===== config.mk =====
export PLATFORM = sky130hd
export DESIGN_NAME = bimodal_predictor
export DESIGN_NICKNAME = d
export VERILOG_FILES = /design/src/hw/bpred_pkg.sv /design/src/hw/bimodal_predictor.sv /design/src/hw/branch_decoder.sv /design/src/hw/branch_target_buffer.sv /design/src/hw/pattern_history_table.sv
export SDC_FILE = /design/constraint.sdc
export NUM_CORES = 2
export LEC_CHECK = 0
export BUFFER_PORTS_ARGS = -buffer_cell sky130_fd_sc_hd__buf_2
export CORE_MARGIN = 2
export CORE_UTILIZATION = 57
export DETAILED_ROUTE_END_ITERATION = 16
export PLACE_DENSITY = 0.7
export SYNTH_ARGS = -nofsm -noshare
export SYNTH_HDL_FRONTEND = slang
export SYNTH_HIERARCHICAL = 1
export SYNTH_SLANG_ARGS = --single-unit

===== constraint.sdc =====
create_clock -name CLK -period 5 [get_ports CLK]
set_clock_uncertainty 0.1 [all_clocks]
set_input_delay 0.5 -clock CLK [delete_from_list [all_inputs] [get_ports CLK]]
set_output_delay 0.5 -clock CLK [all_outputs]
set_load 0.05 [all_outputs]

===== src/hw/bpred_pkg.sv =====
`default_nettype none

package bpred_pkg;

    // Program counter or target address
    typedef logic [31:0] addr_t;

    // Major opcodes of the instructions the predictor tracks
    typedef enum logic [5:0] {
        OP_REGIMM = 6'd1,                   // bltz, bgez and the linking forms, split by rt
        OP_J      = 6'd2,
        OP_JAL    = 6'd3,
        OP_BEQ    = 6'd4,
        OP_BNE    = 6'd5,
        OP_BLEZ   = 6'd6,
        OP_BGTZ   = 6'd7
    } opcode_t;

    // rt values that make a REGIMM word a real branch and not a trap
    localparam logic [4:0] RT_BLTZ   = 5'd0;
    localparam logic [4:0] RT_BGEZ   = 5'd1;
    localparam logic [4:0] RT_BLTZAL = 5'd16;
    localparam logic [4:0] RT_BGEZAL = 5'd17;

    // I-type layout, used by the conditional branches
    typedef struct packed {
        opcode_t     opcode;
        logic [4:0]  rs;
        logic [4:0]  rt;
        logic [15:0] imm;                   // Word offset from the delay slot
    } i_fields_t;

    // J-type layout, used by j and jal
    typedef struct packed {
        opcode_t     opcode;
        logic [25:0] index;                 // Word index inside the current 256 MB region
    } j_fields_t;

    // One instruction word, read either as I-type or as J-type
    typedef union packed {
        i_fields_t i_fields;
        j_fields_t j_fields;
    } instr_word_t;

    // Two-bit saturating counter, bit 1 is the taken decision
    typedef logic [1:0] counter_t;

    localparam counter_t CNT_STRONG_NT = 2'd0;
    localparam counter_t CNT_WEAK_NT   = 2'd1;
    localparam counter_t CNT_WEAK_T    = 2'd2;
    localparam counter_t CNT_STRONG_T  = 2'd3;

    // A fresh counter leans not taken but flips after one taken outcome
    localparam counter_t CNT_RESET     = CNT_WEAK_NT;

endpackage

`default_nettype wire


===== src/hw/bimodal_predictor.sv =====
`timescale 1ns/1ps
`default_nettype none

// Bimodal predictor for the fetch stage, trained from the memory stage
module bimodal_predictor #(
    parameter int PHT_INDEX_BITS = 8,
    parameter int BTB_INDEX_BITS = 6
) (
    input  wire                         CLK,
    input  wire                         RESET,
    input  wire                         flush,
    input  wire bpred_pkg::instr_word_t instr,
    input  wire bpred_pkg::addr_t       instr_addr,
    input  wire bpred_pkg::instr_word_t resolved_instr,
    input  wire bpred_pkg::addr_t       resolved_addr,
    input  wire                         resolved_taken,
    input  wire bpred_pkg::addr_t       resolved_target,
    output logic                        taken,
    output bpred_pkg::addr_t            taken_addr
);

    import bpred_pkg::*;

    logic  fetch_is_branch;
    logic  fetch_is_jump;
    logic  resolve_is_branch;
    logic  pht_taken;
    logic  btb_hit;
    addr_t btb_target;
    logic  taken_next;

    branch_decoder decode_fetch (
        .instr     (instr),
        .is_branch (fetch_is_branch),
        .is_jump   (fetch_is_jump)
    );

    // Jumps and branches train the same way, so only is_branch matters here
    branch_decoder decode_resolve (
        .instr     (resolved_instr),
        .is_branch (resolve_is_branch),
        .is_jump   ()
    );

    pattern_history_table #(
        .PHT_INDEX_BITS (PHT_INDEX_BITS)
    ) pht0 (
        .CLK           (CLK),
        .RESET         (RESET),
        .lookup_en     (fetch_is_branch),
        .lookup_addr   (instr_addr),
        .predict_taken (pht_taken),
        .update_en     (resolve_is_branch),  // A resolved non-branch leaves the counters alone
        .update_addr   (resolved_addr),
        .update_taken  (resolved_taken)
    );

    branch_target_buffer #(
        .BTB_INDEX_BITS (BTB_INDEX_BITS)
    ) btb0 (
        .CLK          (CLK),
        .RESET        (RESET),
        .lookup_en    (fetch_is_branch),
        .lookup_addr  (instr_addr),
        .hit          (btb_hit),
        .target       (btb_target),
        .write_en     (resolve_is_branch & resolved_taken),  // Only taken outcomes carry a target
        .write_addr   (resolved_addr),
        .write_target (resolved_target)
    );

    // A direct jump is always taken once its target is known
    assign taken_next = fetch_is_jump ? btb_hit : (pht_taken & btb_hit);

    always_ff @(posedge CLK or negedge RESET) begin
        if (!RESET) begin
            taken      <= 1'b0;
            taken_addr <= '0;
        end else if (flush) begin
            taken      <= 1'b0;             // Wrong-path fetch, drop the prediction
            taken_addr <= '0;
        end else begin
            taken      <= taken_next;
            taken_addr <= btb_target;       // Already zero on a miss
        end
    end

endmodule

`default_nettype wire


===== src/hw/branch_decoder.sv =====
`timescale 1ns/1ps
`default_nettype none

// Classifies one instruction word as conditional branch, direct jump or neither
module branch_decoder (
    input  wire bpred_pkg::instr_word_t instr,
    output logic                        is_branch,
    output logic                        is_jump
);

    import bpred_pkg::*;

    logic is_cond;                          // Conditional branch of any form
    logic is_regimm_branch;                 // REGIMM word whose rt selects a branch

    // REGIMM also carries the trap-immediate group, so rt must be checked
    always_comb begin
        case (instr.i_fields.rt)
            RT_BLTZ,
            RT_BGEZ,
            RT_BLTZAL,
            RT_BGEZAL: is_regimm_branch = 1'b1;
            default:   is_regimm_branch = 1'b0;
        endcase
    end

    always_comb begin
        case (instr.i_fields.opcode)
            OP_BEQ,
            OP_BNE,
            OP_BLEZ,
            OP_BGTZ:   is_cond = 1'b1;
            OP_REGIMM: is_cond = is_regimm_branch;
            default:   is_cond = 1'b0;
        endcase
    end

    // Direct jumps are read through the J-type view of the same word
    assign is_jump = (instr.j_fields.opcode == OP_J) ||
                     (instr.j_fields.opcode == OP_JAL);

    // PHT and BTB treat both kinds alike
    assign is_branch = is_cond | is_jump;

endmodule

`default_nettype wire


===== src/hw/branch_target_buffer.sv =====
`timescale 1ns/1ps
`default_nettype none

// Direct-mapped tagged store of branch targets
module branch_target_buffer #(
    parameter int BTB_INDEX_BITS = 6
) (
    input  wire                   CLK,
    input  wire                   RESET,
    input  wire                   lookup_en,
    input  wire bpred_pkg::addr_t lookup_addr,
    output logic                  hit,
    output bpred_pkg::addr_t      target,
    input  wire                   write_en,
    input  wire bpred_pkg::addr_t write_addr,
    input  wire bpred_pkg::addr_t write_target
);

    import bpred_pkg::*;

    localparam int BTB_ENTRIES = 1 << BTB_INDEX_BITS;
    localparam int TAG_BITS    = 32 - BTB_INDEX_BITS - 2;

    logic [BTB_ENTRIES-1:0]    valid;
    logic [TAG_BITS-1:0]       tags    [BTB_ENTRIES];
    addr_t                     targets [BTB_ENTRIES];

    logic [BTB_INDEX_BITS-1:0] lookup_idx;
    logic [TAG_BITS-1:0]       lookup_tag;
    logic [BTB_INDEX_BITS-1:0] write_idx;
    logic [TAG_BITS-1:0]       write_tag;
    logic                      tag_match;

    // Index sits just above the byte offset, the tag takes everything above it
    assign lookup_idx = lookup_addr[BTB_INDEX_BITS+1:2];
    assign lookup_tag = lookup_addr[31:BTB_INDEX_BITS+2];
    assign write_idx  = write_addr[BTB_INDEX_BITS+1:2];
    assign write_tag  = write_addr[31:BTB_INDEX_BITS+2];

    assign tag_match = (tags[lookup_idx] == lookup_tag);

    // An aliasing PC with another tag must not pick up a stranger's target
    assign hit = lookup_en & valid[lookup_idx] & tag_match;

    assign target = hit ? targets[lookup_idx] : '0;

    // Only the valid bits need clearing, stale tags are masked by them
    always_ff @(posedge CLK or negedge RESET) begin
        if (!RESET) begin
            valid <= '0;
        end else if (write_en) begin
            valid[write_idx] <= 1'b1;
        end
    end

    // Tag and target payload
    always_ff @(posedge CLK) begin
        if (write_en) begin
            tags[write_idx]    <= write_tag;
            targets[write_idx] <= write_target;  // Newest taken target replaces the old one
        end
    end

endmodule

`default_nettype wire


===== src/hw/pattern_history_table.sv =====
`timescale 1ns/1ps
`default_nettype none

// Table of 2-bit saturating counters indexed by the low PC bits
module pattern_history_table #(
    parameter int PHT_INDEX_BITS = 8
) (
    input  wire                   CLK,
    input  wire                   RESET,
    input  wire                   lookup_en,
    input  wire bpred_pkg::addr_t lookup_addr,
    output logic                  predict_taken,
    input  wire                   update_en,
    input  wire bpred_pkg::addr_t update_addr,
    input  wire                   update_taken
);

    import bpred_pkg::*;

    localparam int PHT_ENTRIES = 1 << PHT_INDEX_BITS;

    counter_t                  counters [PHT_ENTRIES];
    logic [PHT_INDEX_BITS-1:0] lookup_idx;
    logic [PHT_INDEX_BITS-1:0] update_idx;
    counter_t                  update_cur;     // Counter being trained this cycle
    counter_t                  update_next;

    // Instructions are word aligned, so bits 1:0 carry no information
    assign lookup_idx = lookup_addr[PHT_INDEX_BITS+1:2];
    assign update_idx = update_addr[PHT_INDEX_BITS+1:2];

    // Read before the edge, so a training write shows up one cycle later
    assign predict_taken = lookup_en & counters[lookup_idx][1];

    assign update_cur = counters[update_idx];

    // Move one step toward the outcome and stick at either end
    always_comb begin
        if (update_taken) begin
            if (update_cur == CNT_STRONG_T) begin
                update_next = CNT_STRONG_T;
            end else begin
                update_next = update_cur + 2'd1;
            end
        end else begin
            if (update_cur == CNT_STRONG_NT) begin
                update_next = CNT_STRONG_NT;
            end else begin
                update_next = update_cur - 2'd1;
            end
        end
    end

    always_ff @(posedge CLK or negedge RESET) begin
        if (!RESET) begin
            for (int i = 0; i < PHT_ENTRIES; i++) begin
                counters[i] <= CNT_RESET;      // Every entry starts weakly not taken
            end
        end else if (update_en) begin
            counters[update_idx] <= update_next;
        end
    end

endmodule

`default_nettype wire


After elaboration in Yosys (flattened, before gate mapping)
Memory sizes are Yosys's and may differ from the RTL's. Index checks and enable logic that the tools add are counted.

Register bits after elaboration: 609. Bits in writable memories: 3584. Input bits: 164. Output and inout port bits: 33. Word-level logic and storage cells: 338. Memories: 2.

Memories: btb0.targets (depth 64, bits a word 32, read ports 1, clocked after memory_dff 0, wr ports 1, RTL line branch_target_buffer.sv:26) `addr_t targets [BTB_ENTRIES];`; btb0.tags (depth 64, bits a word 24, read ports 1, clocked after memory_dff 0, wr ports 1, RTL line branch_target_buffer.sv:25) `logic [TAG_BITS-1:0] tags [BTB_ENTRIES];`.

$add $sub $neg: 2. Order comparisons: 6. Equal/unequal tests: 22. Mux-type cells: 26. Bitwise logic cells: 10. Reductions and logical operators: 11.

Operators with widths (count): 512-bit bitwise mux (1); 32-bit 2-to-1 mux (2); 64-bit bitwise OR (1); 6-bit by 3-bit == test with 1-bit output, second input constant (8); 2-bit binary-select mux with 8-bit select (2); 24-bit == test (1); 6-bit by 2-bit == test with 1-bit output, second input constant (4); 5-bit == test, second input constant (4); 9-bit greater-or-equal comparator, second input constant (2); 8-bit inverter with 9-bit output (2); 2-bit demux with 8-bit select (1); 2-bit 2-to-1 mux (8); 4-bit OR reduction (4); 6-bit by 7-bit less-than comparator with 1-bit output, second input constant (2); 6-bit by 1-bit == test with 1-bit output, second input constant (2); 5-bit by 1-bit == test with 1-bit output, second input constant (2); 5-bit logical NOT (2); 9-bit by 1-bit less-than comparator with 1-bit output, second input constant (1); 1-bit 2-to-1 mux (8); 1-bit binary-select mux with 6-bit select (1); 1-bit demux with 6-bit select (1); 6-bit by 1-bit greater-or-equal comparator with 1-bit output, second input constant (1); 1-bit bitwise AND (5); 1-bit case mux with 2 select lines (2); other kinds (7) (10).

Longest topological paths before layout
Depth after elaboration: 10. Mapped depth: 17. Gate-level depth less buffers: 10.

By module
The synthesis kept the hierarchy.

By module, submodules not included: branch_target_buffer (instances 1, cells each 6009, area an instance 140207.0 µm², sequential area each 109224.8 µm²); pattern_history_table (instances 1, cells each 2399, area an instance 25533.2 µm², sequential area each 13132.6 µm²); bimodal_predictor (instances 1, cells each 71, area an instance 1074.8 µm², sequential area each 825.8 µm²); branch_decoder (instances 2, cells each 4, area an instance 42.5 µm², sequential area each 0.0 µm²).

Worst setup path before layout
No wires, ideal clock.

Path kind: input to register. Start point: input port resolved_instr[17] (netlist name). End point: memory btb0/tags[30][0] (netlist name) (enable). Setup time: 0.471 ns. Arrival time: 4.034 ns. Required time: 4.429 ns. Setup slack: 0.395 ns. Cell stages on the path: 6. Path buffers: 0. Cell sequence: nor4b_2 > o31a_1 > and2_1 > nor2b_1 > nand3_1 > nor2_1.

Cells in the longest elaborated chain, start to end: 8. Elaborated cells on any way between the ends: 11. Those cells by class: 3 x eq/ne; 4 x mux; 2 x bitwise; 2 x reduce/logical.

RTL lines: from (decl) (RTL line bimodal_predictor.sv:14) `input wire bpred_pkg::instr_word_t resolved_instr,`; 5-bit by 1-bit == test with 1-bit output (tied with other cells) (RTL line branch_decoder.sv:18) `case (instr.i_fields.rt)`; 4-bit OR reduction (*) (RTL line branch_decoder.sv:18); 1-bit 2-to-1 mux (*) (RTL line branch_decoder.sv:18); 1-bit case mux with 2 select lines (*) (RTL line branch_decoder.sv:28) `case (instr.i_fields.opcode)`; 1-bit bitwise OR (*) (RTL line branch_decoder.sv:43) `assign is_branch = is_cond | is_jump;`; net resolve_is_branch (RTL line bimodal_predictor.sv:26) `logic resolve_is_branch;`; 1-bit bitwise AND (*) (RTL line bimodal_predictor.sv:67) `.write_en (resolve_is_branch & resolved_taken),`; 1-bit 2-to-1 mux (*) (RTL line branch_target_buffer.sv:58) `if (write_en) begin`; 1-bit 2-to-1 mux (not written as such) (*) (RTL line branch_target_buffer.sv:59) `tags[write_idx] <= write_tag;`; to (decl) (RTL line branch_target_buffer.sv:25).

The timed path passes the listed nets; every way through them passes the cells marked *.

Worst setup path after layout
Start point: input port instr_addr[2]. End point: register taken_addr[19].

Cells in the longest elaborated chain, start to end: 6. Elaborated cells on any way between the ends: 9. Those cells by class: 1 x eq/ne; 4 x mux; 2 x bitwise; 2 x memory.

RTL lines: from (decl) (RTL line bimodal_predictor.sv:13) `input wire bpred_pkg::addr_t instr_addr,`; branches (longest 4 deep; another with memory 64 x 24 bit); 32-bit 2-to-1 mux (*) (RTL line branch_target_buffer.sv:45) `assign target = hit ? targets[lookup_idx] : '0;`; net btb_target[19] (RTL line bimodal_predictor.sv:29) `addr_t btb_target;`; 32-bit 2-to-1 mux (*) (RTL line bimodal_predictor.sv:79) `end else if (flush) begin`; to (signal assigned) (RTL line bimodal_predictor.sv:84) `taken_addr <= btb_target;`; to (decl) (RTL line bimodal_predictor.sv:19) `output bpred_pkg::addr_t taken_addr`.

Mark *: on every way through the listed nets, which the timed path passes. The select of a mux whose other input is x is not followed. A chain may end at the register's enable or synchronous reset.

==> flow_metrics.env <==
export IMPL_postRouteAntennaNets=0
export IMPL_clockRootBuffer="sky130_fd_sc_hd__clkbuf_16"
export IMPL_synthCells=8486
export IMPL_cts_tree="yes"
export IMPL_maxSlewHeadroom_pct=9.57
export IMPL_postRouteWirelength_um=484000
export IMPL_die_h_um=545
export IMPL_postSynthAreaPerCell_sq_um=19.7
export IMPL_clkSlewWorstSetupHoldPaths_ns=0.06
export IMPL_wire_per_inst_um=36.6
export IMPL_grt_setup_unrepaired="false"
export IMPL_timing_final_crit_share_pct=76.6
export IMPL_crit_path_start_kind="input pin"
export IMPL_dp_final_hpwl_um=259000
export IMPL_drive_gt1_share_pct=30.4
export IMPL_critical_path_max_fanout=52
export IMPL_use_met2_pct=50.4
export IMPL_critPathArrivalTime_ns=4.64
export IMPL_worst_setup_path_type="in2reg"
export IMPL_synthesis_area_sq_um=167000
export IMPL_cts_path_max_buffers=4
export IMPL_worst_r2r_setup_slack_ns=1.21
export IMPL_grt_antenna_before_repair=29
export IMPL_floorplan_die_area_sq_um=297000
export IMPL_grt_util_all_layers_pct=32.5
export IMPL_dr_first_iter_drc_count=13900
export IMPL_design_core_area_sq_um=291000
export IMPL_placement_rows=198
export IMPL_finalHoldViolations=0
export IMPL_critPathRequiredTime_ns=5.81
export IMPL_fillCellCount=18900
export IMPL_post_layout_nonfiller_instances=13200
export IMPL_multi_input_logic_area_sq_um=41800
export IMPL_final_critical_delay_including_setup_and_external_delays_ns=3.83
export IMPL_cts_made_buffers=411
export IMPL_clock_sink_count=4193
export IMPL_outcome="complete, no violations"
export IMPL_route_detailed_vias_per_inst=6.87
export IMPL_power_ir_vdd_worst_mv=0.317
export IMPL_finalNetCount=9131
export IMPL_setup_tns_final_ns=0
export IMPL_drt_first_pass_iters=6
export IMPL_fin_area_sq_um=189000
export IMPL_buffer_ports_inserted=146
export IMPL_worst_slew_pin_slew_ns=1.36
export IMPL_busiest_layer="met2"
export IMPL_grt_pass1_wl_um=679000
export IMPL_register_area_sq_um=123000
export IMPL_cts_resized=0
export IMPL_clkLatencyLatePin_ns=1.00
export IMPL_maxClockFrequency_ghz=0.261
export IMPL_die_width_um=545
export IMPL_synth_warnings=6
export IMPL_maxSlewViolCount=0
export IMPL_p_per_area_nw_per_um2=391
export IMPL_place_gp_congestion=0.858
export IMPL_start_util_pct=57.3
export IMPL_first_global_vias=90400
export IMPL_grt_use_met3_pct=7.52
export IMPL_met1_track_demand_over_resource_in_global_routing_pct=45.1
export IMPL_min_path_type="in2async"
export IMPL_static_leakage_power_nw=62.2
export IMPL_mappedNetlistNets=8650
export IMPL_cts_setup_buffers=0
export IMPL_placed_cell_count=12500
export IMPL_setup_violations_final=0
export IMPL_overflow=0
export IMPL_area_growth_synth_to_final_pct=13.5
export IMPL_pin_count_of_the_biggest_net_entering_global_routing=155
export IMPL_place_area_sq_um=175000
export IMPL_maxCapViolations=0
export IMPL_drcViolationCount=0
export IMPL_routed_via_count=90900
export IMPL_boundaryPins=197
export IMPL_cp_endpoint_kind="register"
export IMPL_cts_htree_levels=5
where the power goes:
| part | internal (W) | switching, W | total (W) |
|---|---|---|---|
| registers | 0.0381 | 0.0000459 | 0.0382 |
| clock network | 0.0186 | 0.0136 | 0.0322 |
| logic | 0.00139 | 0.00237 | 0.00375 |
state kept, by name (all words and copies together) (netlist names):
| signal | cells |
|---|---|
| btb0/tags | 1536 |
| taken_addr | 32 |
| btb0/valid | 64 |
| taken | 1 |
| pht0/counters | 512 |
| btb0/targets | 2048 |
routing by layer:
layer / vias to the layer above / wire, um
met3: 1225 / 55000
met2: 6081 / 229000
met1: 48000 / 178000
met4: 14 / 22500
met5: - / 91
li1: 35600 / -
per-stage QoR:
step           hold WS, ns  total power [W]  setup WS [ns]  util (%)
2_1_floorplan        0.104           0.0410          0.395         -
3_3_place_gp         0.345           0.0425          0.282      60.3
3_5_place_dp         0.349           0.0426          0.269      60.3
4_1_cts             0.0584           0.0741           1.26      65.1
5_1_grt              0.112           0.0756           1.08      65.1
6_report            0.0699           0.0741           1.17      65.1
area by class of cell:
type | instances | share of cell area [%]
Antenna cell | 18 | 0.0238
Clock buffer | 510 | 5.83
Clock inverter | 259 | 1.53
Inverter | 16 | 0.0383
Multi-Input combinational cell | 3794 | 22.0
Sequential cell | 4193 | 65.0
Tap cell | 3900 | 2.58
Timing Repair Buffer | 551 | 2.95
what timing repair did:
item	4_1_cts	5_1_grt
endpoints found under the hold margin	118	0
setup endpoints to repair	0	0
hold buffers	2	0
cells in the final DEF, fill, tap and decap left out, types with 12 or more instances in the layout:
| cell type | n |
|---|---|
| sky130_fd_sc_hd__dfstp_2 | 256 |
| sky130_fd_sc_hd__o21ai_1 | 434 |
| sky130_fd_sc_hd__nor2_4 | 69 |
| sky130_fd_sc_hd__clkbuf_16 | 418 |
| sky130_fd_sc_hd__a22oi_1 | 112 |
| sky130_fd_sc_hd__clkbuf_8 | 25 |
| sky130_fd_sc_hd__nor3_1 | 21 |
| sky130_fd_sc_hd__or2_2 | 66 |
| sky130_fd_sc_hd__buf_4 | 265 |
| sky130_fd_sc_hd__xnor2_1 | 13 |
| sky130_fd_sc_hd__nand2_1 | 971 |
| sky130_fd_sc_hd__diode_2 | 18 |
| sky130_fd_sc_hd__buf_2 | 137 |
| sky130_fd_sc_hd__a221oi_1 | 22 |
| sky130_fd_sc_hd__clkinv_2 | 91 |
| sky130_fd_sc_hd__nand2b_1 | 18 |
| sky130_fd_sc_hd__mux4_2 | 1179 |
| sky130_fd_sc_hd__a22o_1 | 14 |
| sky130_fd_sc_hd__buf_12 | 140 |
| sky130_fd_sc_hd__nor2_1 | 60 |
| sky130_fd_sc_hd__nand3_1 | 57 |
| sky130_fd_sc_hd__clkbuf_1 | 67 |
| sky130_fd_sc_hd__mux2i_1 | 237 |
| sky130_fd_sc_hd__a31oi_1 | 20 |
| sky130_fd_sc_hd__edfxtp_1 | 3584 |
| sky130_fd_sc_hd__nor2b_1 | 58 |
| sky130_fd_sc_hd__o22ai_1 | 19 |
| sky130_fd_sc_hd__o211ai_1 | 20 |
| sky130_fd_sc_hd__clkinvlp_4 | 13 |
| sky130_fd_sc_hd__mux2_2 | 32 |
| sky130_fd_sc_hd__and2_1 | 12 |
| sky130_fd_sc_hd__clkinv_1 | 78 |
| sky130_fd_sc_hd__a21oi_1 | 54 |
| sky130_fd_sc_hd__bufinv_16 | 55 |
| sky130_fd_sc_hd__o21ai_0 | 107 |
| sky130_fd_sc_hd__dfrtp_1 | 353 |
| sky130_fd_sc_hd__nor4_2 | 34 |
path summary, 6_finish.rpt:
path                                           startpoint                              to  cells past startpoint
setup reg to reg               btb0/tags[23][0]$_DFFE_PP_        taken_addr[19]$_DFF_PN0_                     11
hold reg to reg            pht0/counters[428]$_DFFE_PN1P_  pht0/counters[428]$_DFFE_PN1P_                      2
min in group CLK                        resolved_addr[20]     btb0/tags[28][12]$_DFFE_PP_                      1
setup / recovery                            instr_addr[2]        taken_addr[19]$_DFF_PN0_                     13
max in group asynchronous                           RESET  pht0/counters[437]$_DFFE_PN0P_                      3
hold / removal                                      RESET  pht0/counters[101]$_DFFE_PN0P_                      2
critical path, cell delays in order:
cell and delay (ns):
sky130_fd_sc_hd__buf_12 0.28, sky130_fd_sc_hd__buf_12 0.37, sky130_fd_sc_hd__mux4_2 0.56, sky130_fd_sc_hd__and2_1 0.17
sky130_fd_sc_hd__a2111oi_0 0.57, sky130_fd_sc_hd__o21ai_0 0.25, sky130_fd_sc_hd__nand2_1 0.11, sky130_fd_sc_hd__o211ai_1 0.11
sky130_fd_sc_hd__nor3_1 0.29, sky130_fd_sc_hd__nand4_1 0.39, sky130_fd_sc_hd__buf_12 0.32, sky130_fd_sc_hd__nor4_2 0.33
sky130_fd_sc_hd__nor2b_1 0.16
No activity file was read; power rests on OpenSTA's default activity.
